--- config.mk ---
export PLATFORM = sky130hd
export DESIGN_NAME = riscv_predecode
export DESIGN_NICKNAME = d
export VERILOG_FILES = /design/src/fetch_pkg.sv /design/src/riscv_predecode.sv
export SDC_FILE = /design/constraint.sdc
export NUM_CORES = 1
export LEC_CHECK = 0
export ABC_AREA = 1
export BUFFER_PORTS_ARGS = -buffer_cell sky130_fd_sc_hd__buf_2
export CAP_MARGIN = 10
export CORE_ASPECT_RATIO = 0.8
export CORE_MARGIN = 10
export CORE_UTILIZATION = 50
export DETAILED_ROUTE_END_ITERATION = 8
export PLACE_DENSITY = 0.87
export SYNTH_ARGS = -nofsm -noshare
export SYNTH_HDL_FRONTEND = slang
export SYNTH_SLANG_ARGS = --single-unit
--- constraint.sdc ---
create_clock -name clk -period 2 [get_ports clk]
set_input_delay 0.4 -clock clk [delete_from_list [all_inputs] [get_ports clk]]
set_output_delay 0.4 -clock clk [all_outputs]
set_load 0.01 [all_outputs]
--- src/fetch_pkg.sv ---
`default_nettype none

package fetch_pkg;

  // ##################################################
  // Widths and basic types
  // ##################################################

  localparam int IMEM_WORDS = 256;
  localparam int IMEM_AW    = $clog2(IMEM_WORDS);

  typedef logic [31:0] xlen_t;
  typedef logic [31:0] addr_t;
  typedef logic [31:0] inst_t;
  typedef logic [4:0]  reg_idx_t;

  // RV32I major opcodes.
  localparam logic [6:0] OPC_LUI    = 7'b0110111;
  localparam logic [6:0] OPC_AUIPC  = 7'b0010111;
  localparam logic [6:0] OPC_JAL    = 7'b1101111;
  localparam logic [6:0] OPC_JALR   = 7'b1100111;
  localparam logic [6:0] OPC_BRANCH = 7'b1100011;
  localparam logic [6:0] OPC_LOAD   = 7'b0000011;
  localparam logic [6:0] OPC_STORE  = 7'b0100011;
  localparam logic [6:0] OPC_OPIMM  = 7'b0010011;
  localparam logic [6:0] OPC_OP     = 7'b0110011;
  localparam logic [6:0] OPC_SYSTEM = 7'b1110011;

  typedef enum logic [2:0] {
    CLS_ALU,
    CLS_LOAD,
    CLS_STORE,
    CLS_BRANCH,
    CLS_JAL,
    CLS_JALR,
    CLS_SYSTEM,
    CLS_ILLEGAL
  } inst_class_e;

  // ##################################################
  // Bus and pipeline structs
  // ##################################################

  typedef struct packed {
    logic  req;
    logic  write;
    addr_t addr;
    xlen_t data;
  } instbus_req_s;

  typedef struct packed {
    logic  ack;
    addr_t addr;
    inst_t data;
  } instbus_rsp_s;

  typedef struct packed {
    logic        vld;
    addr_t       pc;
    inst_t       inst;
    inst_class_e cls;
    reg_idx_t    rd;
    reg_idx_t    rs1;
    reg_idx_t    rs2;
    xlen_t       imm;
  } predec_s;

endpackage

`default_nettype wire

--- src/riscv_predecode.sv ---
`default_nettype none

module riscv_predecode
  import fetch_pkg::*;
(
  input  logic    clk,
  input  logic    rst,

  input  logic    i_vld,
  input  inst_t   i_inst,
  input  addr_t   i_pc,

  output predec_s o_predec
);

  logic [6:0]  opcode;
  inst_class_e cls;
  xlen_t       imm_i;
  xlen_t       imm_s;
  xlen_t       imm_b;
  xlen_t       imm_u;
  xlen_t       imm_j;
  xlen_t       imm;

  assign opcode = i_inst[6:0];

  // ##################################################
  // Immediate formats
  // ##################################################

  assign imm_i = {{20{i_inst[31]}}, i_inst[31:20]};
  assign imm_s = {{20{i_inst[31]}}, i_inst[31:25], i_inst[11:7]};
  assign imm_b = {{19{i_inst[31]}}, i_inst[31], i_inst[7], i_inst[30:25],
                  i_inst[11:8], 1'b0};
  assign imm_u = {i_inst[31:12], 12'h000};
  assign imm_j = {{11{i_inst[31]}}, i_inst[31], i_inst[19:12], i_inst[20],
                  i_inst[30:21], 1'b0};

  // ##################################################
  // Class and immediate select
  // ##################################################

  always_comb
  begin
    cls = CLS_ILLEGAL;
    imm = '0;
    case (opcode)
      OPC_LUI, OPC_AUIPC:
      begin
        cls = CLS_ALU;
        imm = imm_u;
      end
      OPC_OPIMM:
      begin
        cls = CLS_ALU;
        imm = imm_i;
      end
      OPC_OP:
      begin
        // Register-register ops carry no immediate.
        cls = CLS_ALU;
      end
      OPC_LOAD:
      begin
        cls = CLS_LOAD;
        imm = imm_i;
      end
      OPC_STORE:
      begin
        cls = CLS_STORE;
        imm = imm_s;
      end
      OPC_BRANCH:
      begin
        cls = CLS_BRANCH;
        imm = imm_b;
      end
      OPC_JAL:
      begin
        cls = CLS_JAL;
        imm = imm_j;
      end
      OPC_JALR:
      begin
        cls = CLS_JALR;
        imm = imm_i;
      end
      OPC_SYSTEM:
      begin
        cls = CLS_SYSTEM;
        imm = imm_i;
      end
      default:
      begin
        cls = CLS_ILLEGAL;
      end
    endcase
  end

  always_ff @(posedge clk)
  begin
    if (i_vld)
    begin
      o_predec.pc   <= i_pc;
      o_predec.inst <= i_inst;
      o_predec.cls  <= cls;
      o_predec.rd   <= i_inst[11:7];
      o_predec.rs1  <= i_inst[19:15];
      o_predec.rs2  <= i_inst[24:20];
      o_predec.imm  <= imm;
    end
    if (rst)
    begin
      o_predec.vld <= 1'b0;
    end
    else
    begin
      o_predec.vld <= i_vld;
    end
  end

endmodule

`default_nettype wire

; Word level (Yosys, flattened, before mapping)
; Cells that the tools add are included.
[word_totals]
output_inout_bits = 115
inputBits = 67
regBits = 115
wordCells = 23
[op_classes]
n_eq_ne = 10
reduce_logical = 3
mux = 2
[op_table]
columns = cell, n
row1 = 32-bit one-hot mux with 5 select lines, 1
row2 = 7-bit equality test (second input constant), 4
row3 = 7-bit by 6-bit equality test with 1-bit output (second input constant), 3
row4 = 3-bit one-hot mux with 7 select lines, 1
row5 = 7-bit by 5-bit equality test with 1-bit output (second input constant), 2
row6 = 4-bit OR reduction, 2
row7 = 7-bit by 2-bit equality test with 1-bit output (second input constant), 1
row8 = 2-bit OR reduction, 1

; Logic depth before layout (Yosys ltp)
[depth]
depth_word = 3
depth_mapped = 9
mapped_depth_nobuf = 9

; Worst setup path before layout
; No wires, ideal clock.
[synth_timing]
kind = input to register
start = input port i_inst[1]
end = register o_predec[12] in the netlist's numbering (data pin)
t_arrival_ns = 1.179
required_time_ns = 1.738
n_path_buf = 0
setup_time_ns = 0.262
cell_stages = 8
path_slack_ns = 0.559
cell_sequence = nand2_2 -> inv_1 -> nand2_2 -> nor2_1 -> nor2_2 -> nand2_4 -> o21ai_4 -> nand2_1
[synth_between]
elab_chain_cells = 3
elab_cells_between_ends = 12
classes_between = eq/ne (9) / mux (1) / reduce/logical (2)
[synth_lines]
columns = item, line_no
row1 = start: declaration, riscv_predecode.sv:10  ; input inst_t i_inst,
row2 = 7-bit equality test (tied with other cells), riscv_predecode.sv:47  ; case (opcode)
row3 = 4-bit OR reduction (no line) or 2-bit OR reduction (tied branches), n/a
row4 = 32-bit one-hot mux with 5 select lines *, riscv_predecode.sv:47
row5 = named net imm[12], riscv_predecode.sv:23  ; xlen_t imm;
row6 = end: declaration, riscv_predecode.sv:13  ; output predec_s o_predec
; Mark *: on every way through the listed nets, which the timed path passes. The rest lies on a longest branch.
; A chain may end at the register's enable or synchronous reset.

; Final worst setup path
[layout_timing]
start = input port i_inst[1]
end = register o_predec[16] in the netlist's numbering (data pin)
; Same word-level chain as after synthesis.

==> run summary <==
die height - 98.58 um
Diodes inserted - 0
vias in the first global route - 2705
sequential power share - 0.599
GPL Wtd Cong - 0.8029
WL/cell - 19.15 um
Slew Limit Fails - 0
DP HPWL - 8.364 mm
total congestion overflow - 0
fill count - 572
Largest Register - o_predec
relative slew slack - 0.7215
total negative setup slack - 0 ns
Final min period - 1.372 ns
CP cell instances - buf_2 > nand2_2 > inv_1 > nand2_2 > nor2_1 > nor2_2 > nand2_4 > o21ai_4 > nand2_1
CP Data Required Time - 2.10 ns
Largest stage delay, worst path - 0.26 ns
clock network power share - 0.287
Largest register FFs - 100
CP Class - input port to flip-flop
total track usage - 0.1780
internal power - 3136 uW
CP max-delay cell - o21ai_4
starting DRC count in detailed routing - 253
Clock transition at path regs - 0.10 ns
Vias - 2755
Clock Sinks - 100
H-tree lvl count - 3
clk root buf - clkbuf_8
syn_area_per_cell - 14.29 um2
min-delay src - rst
Tightest Pin Transition - 0.4168 ns
commonest non-fill, non-tap cell in the layout - buf_2
unrepaired setup endpoints after global routing - no
Max-Cap Viols - 0
Logic pwr share - 0.114
IO Pins - 182
vias per inst - 4.955
most frequent cells in the layout - buf_2, edfxtp_1, nand2_1
Leak - 0.002277 uW
CP top delay family - simple AND/OR/NAND/NOR gates
CTS tree - done
PostCTS Resize Cnt - 0
min-delay worst type - input port to flip-flop
outcome - completed
Final period util - 0.6859
worst setup path start - i_inst[1]
Hold EP - o_predec[114]$_SDFF_PP0_
Synthesis Warnings - 0
Cell Area, Synth - 0.003859 mm2
Psw - 1051 uW
Post-CTS Setup Bufs - 0
Die W - 118.2 um
DRT Pass-1 Iters - 4
fmax - 0.7289 GHz
# DRC - 0
Synth Register Bits - 100
buffer and inverter count on the worst path - 2
critical path arrival - 1.47 ns
Hold Violations, Final - 0
Worst Setup End Kind - flip-flop
Core ar. - 0.007462 mm2
CTS Buffer Depth - 2
Initial Utilization - 0.5171
area delta synth->final - 29.31%
sequential share of the synthesized area - 0.7756
critical path fanouts, max - 9
Final Net Count - 513
syn_nets - 337
WHS Path Cells - 2
share of cells above drive strength 1 - 0.4922
dpl cells - 540
Top Registers - o_predec x100
Final setup viols - 0
Port Buffers - 181
Rows - 28
Hold Buf Count CTS - 0
Netlist cell types - 24
most numerous cell on the critical path - nand2_2
die area - 0.01165 mm2
cts bufs inserted - 9
largest net degree at the start of global routing - 55
Final ANT Viol Nets - 0
initial antenna violation count - 0
global-route wire length before repair - 16.15 mm
Routed WL - 10.65 mm
Net Sw Frac - 0.2510
VDD IR max - 0.4538 mV
Cells after Synth - 270
Post-Layout Cell Count - 556
startpoint types - input port
PwrDens - 839.2 mW/mm2
==> cell usage after synthesis <==
cell / instances / area [um2]
a21boi_0: 3 / 22.52
a21boi_1: 3 / 22.52
a21oi_1: 2 / 10.01
buf_2: 1 / 5.000
buf_4: 16 / 120.1
buf_6: 2 / 22.52
clkinv_2: 1 / 5.000
dfxtp_1: 1 / 20.02
edfxtp_1: 99 / 2973
inv_1: 16 / 60.06
inv_2: 5 / 18.77
nand2_1: 71 / 266.5
nand2_2: 3 / 18.77
nand2_4: 3 / 33.78
nand3_1: 4 / 20.02
nand3_2: 1 / 10.01
nand4_1: 12 / 75.07
nand4_2: 1 / 12.51
nor2_1: 12 / 45.04
nor2_2: 5 / 31.28
nor2_4: 1 / 11.26
o21ai_0: 6 / 30.03
o21ai_2: 1 / 8.760
o21ai_4: 1 / 16.27
==> power by group through the flow <==
stage | Combinational (uW) | Sequential (uW) | Clock, uW
floorplan | 88.5 | 2650 | 0
global placement | 473 | 2550 | 0
detailed placement | 485 | 2560 | 0
CTS | 487 | 2510 | 1240
global route | 513 | 2520 | 1320
finish | 477 | 2510 | 1200
==> worst max-delay path by stage <==
stage	endpoint	slack [ns]	depth (start not counted)
floorplan	o_predec[12]$_DFFE_PP_	0.56	8
global placement	o_predec[12]$_DFFE_PP_	0.30	9
detailed placement	o_predec[12]$_DFFE_PP_	0.24	9
CTS	o_predec[12]$_DFFE_PP_	0.63	9
global route	o_predec[16]$_DFFE_PP_	0.54	9
finish	o_predec[16]$_DFFE_PP_	0.63	9
==> stage by stage <==
| stage | area, um2 | hold WS [ns] | worst slack (ns) | utilization | total power [uW] |
|---|---|---|---|---|---|
| finish | 4990 | 0.2008 | 0.6282 | 0.6687 | 4187 |
| global route | 4990 | 0.1855 | 0.5394 | 0.6687 | 4355 |
| CTS | 4990 | 0.1902 | 0.6302 | 0.6687 | 4232 |
| detailed placement | 4798 | 0.5774 | 0.2439 | 0.6430 | 3042 |
| global placement | 4798 | 0.5609 | 0.2973 | 0.6430 | 3021 |
| floorplan | 3859 | 0.4712 | 0.5591 | - | 2736 |
==> cells by family (layout without fill, tap and decap cells) <==
kind of cell	after synthesis	after routing	share of synthesized area
simple gates	113	113	0.1359
compound gates	16	16	0.02854
flops	100	100	0.7756
buf+inv	41	222	0.05999
==> final cells by class <==
cell class,count,area (um2),share of cell area
Inverter,22,83.83,0.01680
Sequential cell,100,2993,0.5998
Tap cell,105,131.4,0.02633
Clock buffer,9,123.9,0.02482
Timing Repair Buffer,184,955.9,0.1916
Multi-Input combinational cell,129,634.4,0.1271
Clock inverter,7,67.56,0.01354
==> metal layers <==
metal	global-route usage	up-vias	part of all wire
li1	-	1278	-
met5	0	-	0
met1	0.1988	1326	0.37
met4	0.03131	0	0.0048
met2	0.3216	143	0.52
met3	0.06670	8	0.10
Power figures use the tool's default switching activity.
