File: src/fetch_pkg.sv
`default_nettype none

package fetch_pkg;

  // ##################################################
  // Widths and basic types
  // ##################################################

  localparam int IMEM_WORDS = 256;
  localparam int IMEM_AW    = $clog2(IMEM_WORDS);

  typedef logic [31:0] xlen_t;
  typedef logic [31:0] addr_t;
  typedef logic [31:0] inst_t;
  typedef logic [4:0]  reg_idx_t;

  // RV32I major opcodes.
  localparam logic [6:0] OPC_LUI    = 7'b0110111;
  localparam logic [6:0] OPC_AUIPC  = 7'b0010111;
  localparam logic [6:0] OPC_JAL    = 7'b1101111;
  localparam logic [6:0] OPC_JALR   = 7'b1100111;
  localparam logic [6:0] OPC_BRANCH = 7'b1100011;
  localparam logic [6:0] OPC_LOAD   = 7'b0000011;
  localparam logic [6:0] OPC_STORE  = 7'b0100011;
  localparam logic [6:0] OPC_OPIMM  = 7'b0010011;
  localparam logic [6:0] OPC_OP     = 7'b0110011;
  localparam logic [6:0] OPC_SYSTEM = 7'b1110011;

  typedef enum logic [2:0] {
    CLS_ALU,
    CLS_LOAD,
    CLS_STORE,
    CLS_BRANCH,
    CLS_JAL,
    CLS_JALR,
    CLS_SYSTEM,
    CLS_ILLEGAL
  } inst_class_e;

  // ##################################################
  // Bus and pipeline structs
  // ##################################################

  typedef struct packed {
    logic  req;
    logic  write;
    addr_t addr;
    xlen_t data;
  } instbus_req_s;

  typedef struct packed {
    logic  ack;
    addr_t addr;
    inst_t data;
  } instbus_rsp_s;

  typedef struct packed {
    logic        vld;
    addr_t       pc;
    inst_t       inst;
    inst_class_e cls;
    reg_idx_t    rd;
    reg_idx_t    rs1;
    reg_idx_t    rs2;
    xlen_t       imm;
  } predec_s;

endpackage

`default_nettype wire

File: src/riscv_ifu.sv
`default_nettype none

module riscv_ifu
  import fetch_pkg::*;
(
  input  logic         clk,
  input  logic         rst,

  input  logic         i_alu_vld,
  input  logic         i_alu_br_miss,
  input  addr_t        i_pc_in,

  output instbus_req_s o_instbus,
  input  instbus_rsp_s i_instbus,

  output logic         o_ifu_vld,
  output inst_t        o_ifu_inst,
  output addr_t        o_ifu_pc
);

  logic  idle;
  addr_t redir_pc;
  addr_t redir_pc_next;

  // ##################################################
  // Request side
  // ##################################################

  always_ff @(posedge clk)
  begin
    if (rst)
    begin
      idle          <= 1'b1;
      redir_pc      <= '0;
      redir_pc_next <= '0;
      o_instbus     <= '0;
    end
    else
    begin
      o_instbus.req <= 1'b0;

      // Redirect target follows the execute stage on a miss.
      if (i_alu_vld && i_alu_br_miss)
      begin
        redir_pc_next <= i_pc_in;
      end
      else
      begin
        redir_pc_next <= redir_pc + 32'd4;
      end

      if (i_alu_vld)
      begin
        if (i_instbus.ack || idle)
        begin
          idle            <= 1'b0;
          o_instbus.req   <= 1'b1;
          o_instbus.write <= 1'b0;
          o_instbus.data  <= '0;
          o_instbus.addr  <= i_alu_br_miss ? redir_pc : i_pc_in;
          redir_pc        <= redir_pc_next;
        end
      end
      else if (i_instbus.ack)
      begin
        // A frozen pipe restarts from idle once it thaws.
        idle <= 1'b1;
      end
    end
  end

  // ##################################################
  // Response side
  // ##################################################

  always_ff @(posedge clk)
  begin
    if (i_instbus.ack)
    begin
      o_ifu_inst <= i_instbus.data;
      o_ifu_pc   <= i_instbus.addr;
    end
  end

  always_ff @(posedge clk)
  begin
    if (rst)
    begin
      o_ifu_vld <= 1'b0;
    end
    else
    begin
      // Squash the returning word on a miss.
      o_ifu_vld <= i_instbus.ack && !i_alu_br_miss;
    end
  end

  // Only one request in flight at a time.
  a_req_pulse : assert property (
    @(posedge clk) disable iff (rst) o_instbus.req |=> !o_instbus.req
  );

  a_no_write : assert property (
    @(posedge clk) disable iff (rst) !o_instbus.write
  );

endmodule

`default_nettype wire

File: config.mk
export PLATFORM = sky130hd
export DESIGN_NAME = riscv_ifu
export DESIGN_NICKNAME = d
export VERILOG_FILES = /design/src/fetch_pkg.sv /design/src/riscv_ifu.sv
export SDC_FILE = /design/constraint.sdc
export NUM_CORES = 1
export LEC_CHECK = 0
export BUFFER_PORTS_ARGS = -buffer_cell sky130_fd_sc_hd__buf_4
export CAP_MARGIN = 15
export CORE_UTILIZATION = 42
export DETAILED_ROUTE_END_ITERATION = 8
export HOLD_SLACK_MARGIN = 0.06
export PLACE_DENSITY = 0.67
export SYNTH_ARGS = -nofsm -noshare
export SYNTH_HDL_FRONTEND = slang
export SYNTH_SLANG_ARGS = --single-unit
File: constraint.sdc
create_clock -name clk -period 2.25 [get_ports clk]
set_clock_uncertainty 0.1 [all_clocks]
set_input_delay 0.1125 -clock clk [delete_from_list [all_inputs] [get_ports clk]]
set_output_delay 0.1125 -clock clk [all_outputs]
set_load 0.1 [all_outputs]
; Word-level counts from Yosys, hierarchy flattened
; Cells that the tools add are included.
[classes]
addsub = 1
mul = 0
div_mod_pow = 0
n_lt_le_gt_ge = 0
n_eq_ne = 1
shift = 0
n_mux = 6
n_bitwise = 1
reduce_logical = 8
[ops]
columns = operator, n
row1 = $mux W66, 1
row2 = $mux W32, 2
row3 = $add A32 B3 Y32 const B, 1
row4 = $reduce_and A2 Y1, 2
row5 = $mux W1, 3
row6 = $logic_and A1 B1 Y1, 2
row7 = $ne A2 B1 Y1 const B, 1
row8 = $reduce_bool A2 Y1, 1
row9 = $reduce_or A2 Y1, 1
row10 = $logic_not A1 Y1, 1
row11 = $logic_or A1 B1 Y1, 1
row12 = $not A1 Y1, 1
[word_totals]
reg_bits = 163
latchBits = 0
ramBits = 0
rom_bits = 0
in_bits = 101
out_inout_bits = 131
word_cells = 25
n_memories = 0

; Depth between registers and ports, before layout
[depth]
word_depth = 3
mapped_depth = 7
ltp_nobuf = 5

; Worst setup path before layout
; OpenSTA, ideal clock, no wires.
[synth_timing]
path_kind = flip-flop to flip-flop
start = reg redir_pc[2]
end = reg redir_pc_next[24]
setup_ns = 0.091
t_arrival_ns = 1.725
required_time_ns = 2.059
slack_ns = 0.334
stages_incl_launch_ff = 7
path_buffers = 1
synth_period_minus_slack_ns = 1.916
path_cell_list = dfxtp_1 -> ha_1 -> and4_1 -> buf_4 -> nand2_2 -> or4_1 -> a311oi_1
[synth_between]
elab_chain_len = 2
[synth_lines]
columns = item, line
row1 = start: declaration, riscv_ifu.sv:22  ; addr_t redir_pc;
row2 = start signal: assignment, riscv_ifu.sv:61  ; redir_pc <= redir_pc_next;
row3 = $add A32 B3 Y32, riscv_ifu.sv:49  ; redir_pc_next <= redir_pc + 32'd4;
row4 = $mux W32, riscv_ifu.sv:43  ; if (i_alu_vld && i_alu_br_miss)
row5 = end signal: assignment, riscv_ifu.sv:45  ; redir_pc_next <= i_pc_in;
row6 = end signal: assignment, riscv_ifu.sv:49
row7 = end: declaration, riscv_ifu.sv:23  ; addr_t redir_pc_next;
; No other way between the ends.
; A chain may end at the register's enable or synchronous reset.

; Final worst setup path
[layout_timing]
start = in i_alu_vld
end = reg redir_pc_next[1]
[layout_between]
elab_chain_len = 2
[layout_lines]
columns = item, line
row1 = start: declaration, riscv_ifu.sv:9  ; input logic i_alu_vld,
row2 = $logic_and A1 B1 Y1, riscv_ifu.sv:43
row3 = $mux W32, riscv_ifu.sv:43
; No other way between the ends.

==> impl_metrics.toml <==
[critical_path]
cpMaxStageDelayCell = "dlygate4sd3_1"
critical-path-top-delay-family = "buffers and inverters"
worstPathMaxFanout = 27
crit_buf_inv = 4
worstSetupEndpointType = "flip-flop"
cp-start-kind = "input port"
required_ps = 2510
path_cells = "dlygate4sd3_1 -> buf_4 -> nand2_2 -> buf_4 -> nand2_1 -> a21oi_1 -> dlygate4sd3_1"
slowest_delay_ps = 560
crit_arrival_ps = 2330
crit_type = "input port to flip-flop"

[synthesis]
yosysSeqAreaShare_pct = 60.2
synth_top_area_share_pct = 30.6
synthTopCellsByCount = "dfxtp_1 (99), nand2_1 (79), edfxtp_1 (64)"
synth-edff-count = 64
ys_ff_latch = 163
netlist_area_sq_mm = 0.00648
yosysMostFrequentCell = "dfxtp_1"
synth-main-ff-cell = "dfxtp_1"
postSynthCellCount = 602
synth_top_cell_by_area = "dfxtp_1"
synth_area_leaders = "dfxtp_1 (31%), edfxtp_1 (30%), a211oi_1 (5.4%), mux2i_1 (4.9%), nand2_1 (4.6%)"
avgSynthCellArea_sq_um = 10.8
async_reset_ff_share_pct = 0
yosysWarnings = 0
synth_cell_types = 37

[placed_design]
placed_area_sq_mm = 0.00803
gp_congestion = 0.819
place.port_buffers = 198
hpwl_mm = 11.2

[drt]
dr.pass1.iters = 4
routed_wl_mm = 18.0
vias = 5515
drc = 0
vias_per_cell = 5.09
routedWlPerCell_um = 16.6
drtIter0Drc = 452
final_antenna_net_count = 0

[clocking]
clkTransAtPathRegs_ps = 60
clock_latency_ps = 420
cts_sinks = 163
cts_tree = "built"
cts_buffer_depth = 2
cts_max_level = 4
cts_root_buf = "clkbuf_16"
cts_buffers = 17

[sta]
rsz0062_at_grt = "no"
min_period_ps = 2060
min_period_over_period_pct = 91.7
maxSlewHeadroom_pct = 60.5
maxSlewViolCount = 0
fmax_mhz = 485
finalSetupTns_ps = 0
finalHoldViolations = 0
setup_viol = 0
whs_ps = 132
worst_pin_slew_ps = 591

[layout]
num_antenna_cells = 0
final_area_sq_mm = 0.00956
drive_above_1_share_pct = 27.7
area_growth_pct = 47.5
nets = 986

[grt]
grt_pass1_vias = 5215
antenna_found_initial = 0
grt_pass1_wl_mm = 28.5
grt_remaining_overflow = 0
grt_max_degree = 97
grtUsageTotal_pct = 23.2

[power_and_ir_drop]
power_switching_mw = 2.78
switching_share_pct = 34.6
pwr-share-seq_pct = 41.8
p_per_area_mw_per_mm2 = 839
leakagePower_nw = 3.84
p_int_mw = 5.25
power_frac_comb_pct = 25.8
clkPwrFrac_pct = 32.4
ir_worst_vdd_v = 0.000528

[worst_hold_path]
hp-class = "input port to flip-flop"

[floorplanning]
die_w_um = 126
top_level_ports = 232
die_area_sq_mm = 0.0159
rows = 45
die_h_um = 126
start_util_pct = 42.8
coreArea_sq_mm = 0.0151

[job]
drv_cap = 0

[run_status]
status = "finished clean"
-- registers in the layout, summed over array words and instances, names as in the netlist --
| register | cells |
|---|---|
| idle | 1 |
| o_ifu_vld | 1 |
| o_ifu_pc | 32 |
| o_instbus | 33 |
| redir_pc | 32 |
| redir_pc_next | 32 |
| o_ifu_inst | 32 |
-- power groups by stage --
| stage | Clock, mW | Sequential [mW] | Combinational [mW] |
|---|---|---|---|
| 3_5_place_dp | 0 | 3.41 | 1.92 |
| 2_1_floorplan | 0 | 4.39 | 0.513 |
| 4_1_cts | 2.65 | 3.35 | 2.06 |
| 6_report | 2.60 | 3.36 | 2.07 |
| 3_3_place_gp | 0 | 3.41 | 1.91 |
| 5_1_grt | 2.80 | 3.37 | 2.14 |
-- metal layers --
layer	GRT usage [%]	vias to the layer above	part of all wire, %	wire [um]
met2	39.2	210	50	8920
li1	-	2675	-	-
met5	0	-	0	0
met1	29.3	2617	43	7780
met4	7.02	0	1.1	200
met3	5.61	13	6.0	1080
-- worst reg2reg max path, stage by stage (launching register included) --
cell and delay (ps):
dfxtp_1 480, and4_4 300, nand4_1 90, buf_4 210
or4_1 490, a311oi_1 290
-- through the flow --
stage / utilization (%) / instances / setup WS [ps] / power [mW]
after floorplan: - / 634 / 334 / 4.90
after global placement: 53.0 / 953 / 174 / 5.32
after detailed placement: 53.0 / 953 / 136 / 5.33
after CTS: 63.1 / 1084 / 68.7 / 8.07
after global routing: 63.1 / 1084 / 48.7 / 8.31
final: 63.1 / 1084 / 186 / 8.03
-- path summary, 6_finish.rpt --
path              slack (ps)  cells past startpoint         startpoint           endpoint
setup reg to reg         200                      5       redir_pc[10]  redir_pc_next[21]
hold reg to reg          330                      2  redir_pc_next[23]       redir_pc[23]
hold / removal           130                      3      i_alu_br_miss      o_instbus[54]
setup / recovery         190                      7          i_alu_vld   redir_pc_next[1]
-- area by class of cell --
cell class                 count  area (sq um)
clock inverter                13          95.1
multi-input combinational    389          2270
inverter                       3          11.3
clock buffer                  18           429
tap                          188           235
sequential                   163          3910
timing repair buffer         310          2620
fill                        1181          5580
-- layout by cell type, fill, tap and decap left out, types with 3 or more instances in the layout --
cell type and instances:
xnor2_1 3, nand2_1 78, a211oi_1 47, a311oi_1 14
clkinv_2 3, clkinvlp_4 3, buf_12 3, buf_4 207
dfxtp_1 98, clkbuf_16 17, o21ai_0 3, xor2_1 9
nand3_1 10, and4_1 6, a21oi_1 35, or4_1 10
mux2i_1 32, o31ai_1 10, nor4_1 4, edfxtp_1 64
nand4_1 12, dlygate4sd3_1 100, conb_1 33, nor2_1 63
or3_1 4, inv_1 3, clkinvlp_2 4
-- kinds of logic (layout without fill, tap and decap cells) --
| group | after synthesis | count (layout) | synth area share [%] |
|---|---|---|---|
| buf+inv | 82 | 344 | 6.93 |
| fa+ha+maj | 1 | 1 | 0.193 |
| xor+xnor | 12 | 12 | 1.62 |
| flops | 163 | 163 | 60.2 |
| simple gates | 199 | 199 | 14.3 |
| compound gates | 112 | 112 | 11.7 |
| other cells | 1 | 33 | 0.0578 |
| mux | 32 | 32 | 4.94 |
-- repair_timing --
item | in CTS | in global routing
gates resized for setup | 0 | 3
hold buffers | 100 | 0
setup endpoints to repair | 0 | 9
hold endpoints to repair | 162 | 0
setup buffers | 0 | 0
Note: power is estimated with default switching activity, not from simulation.
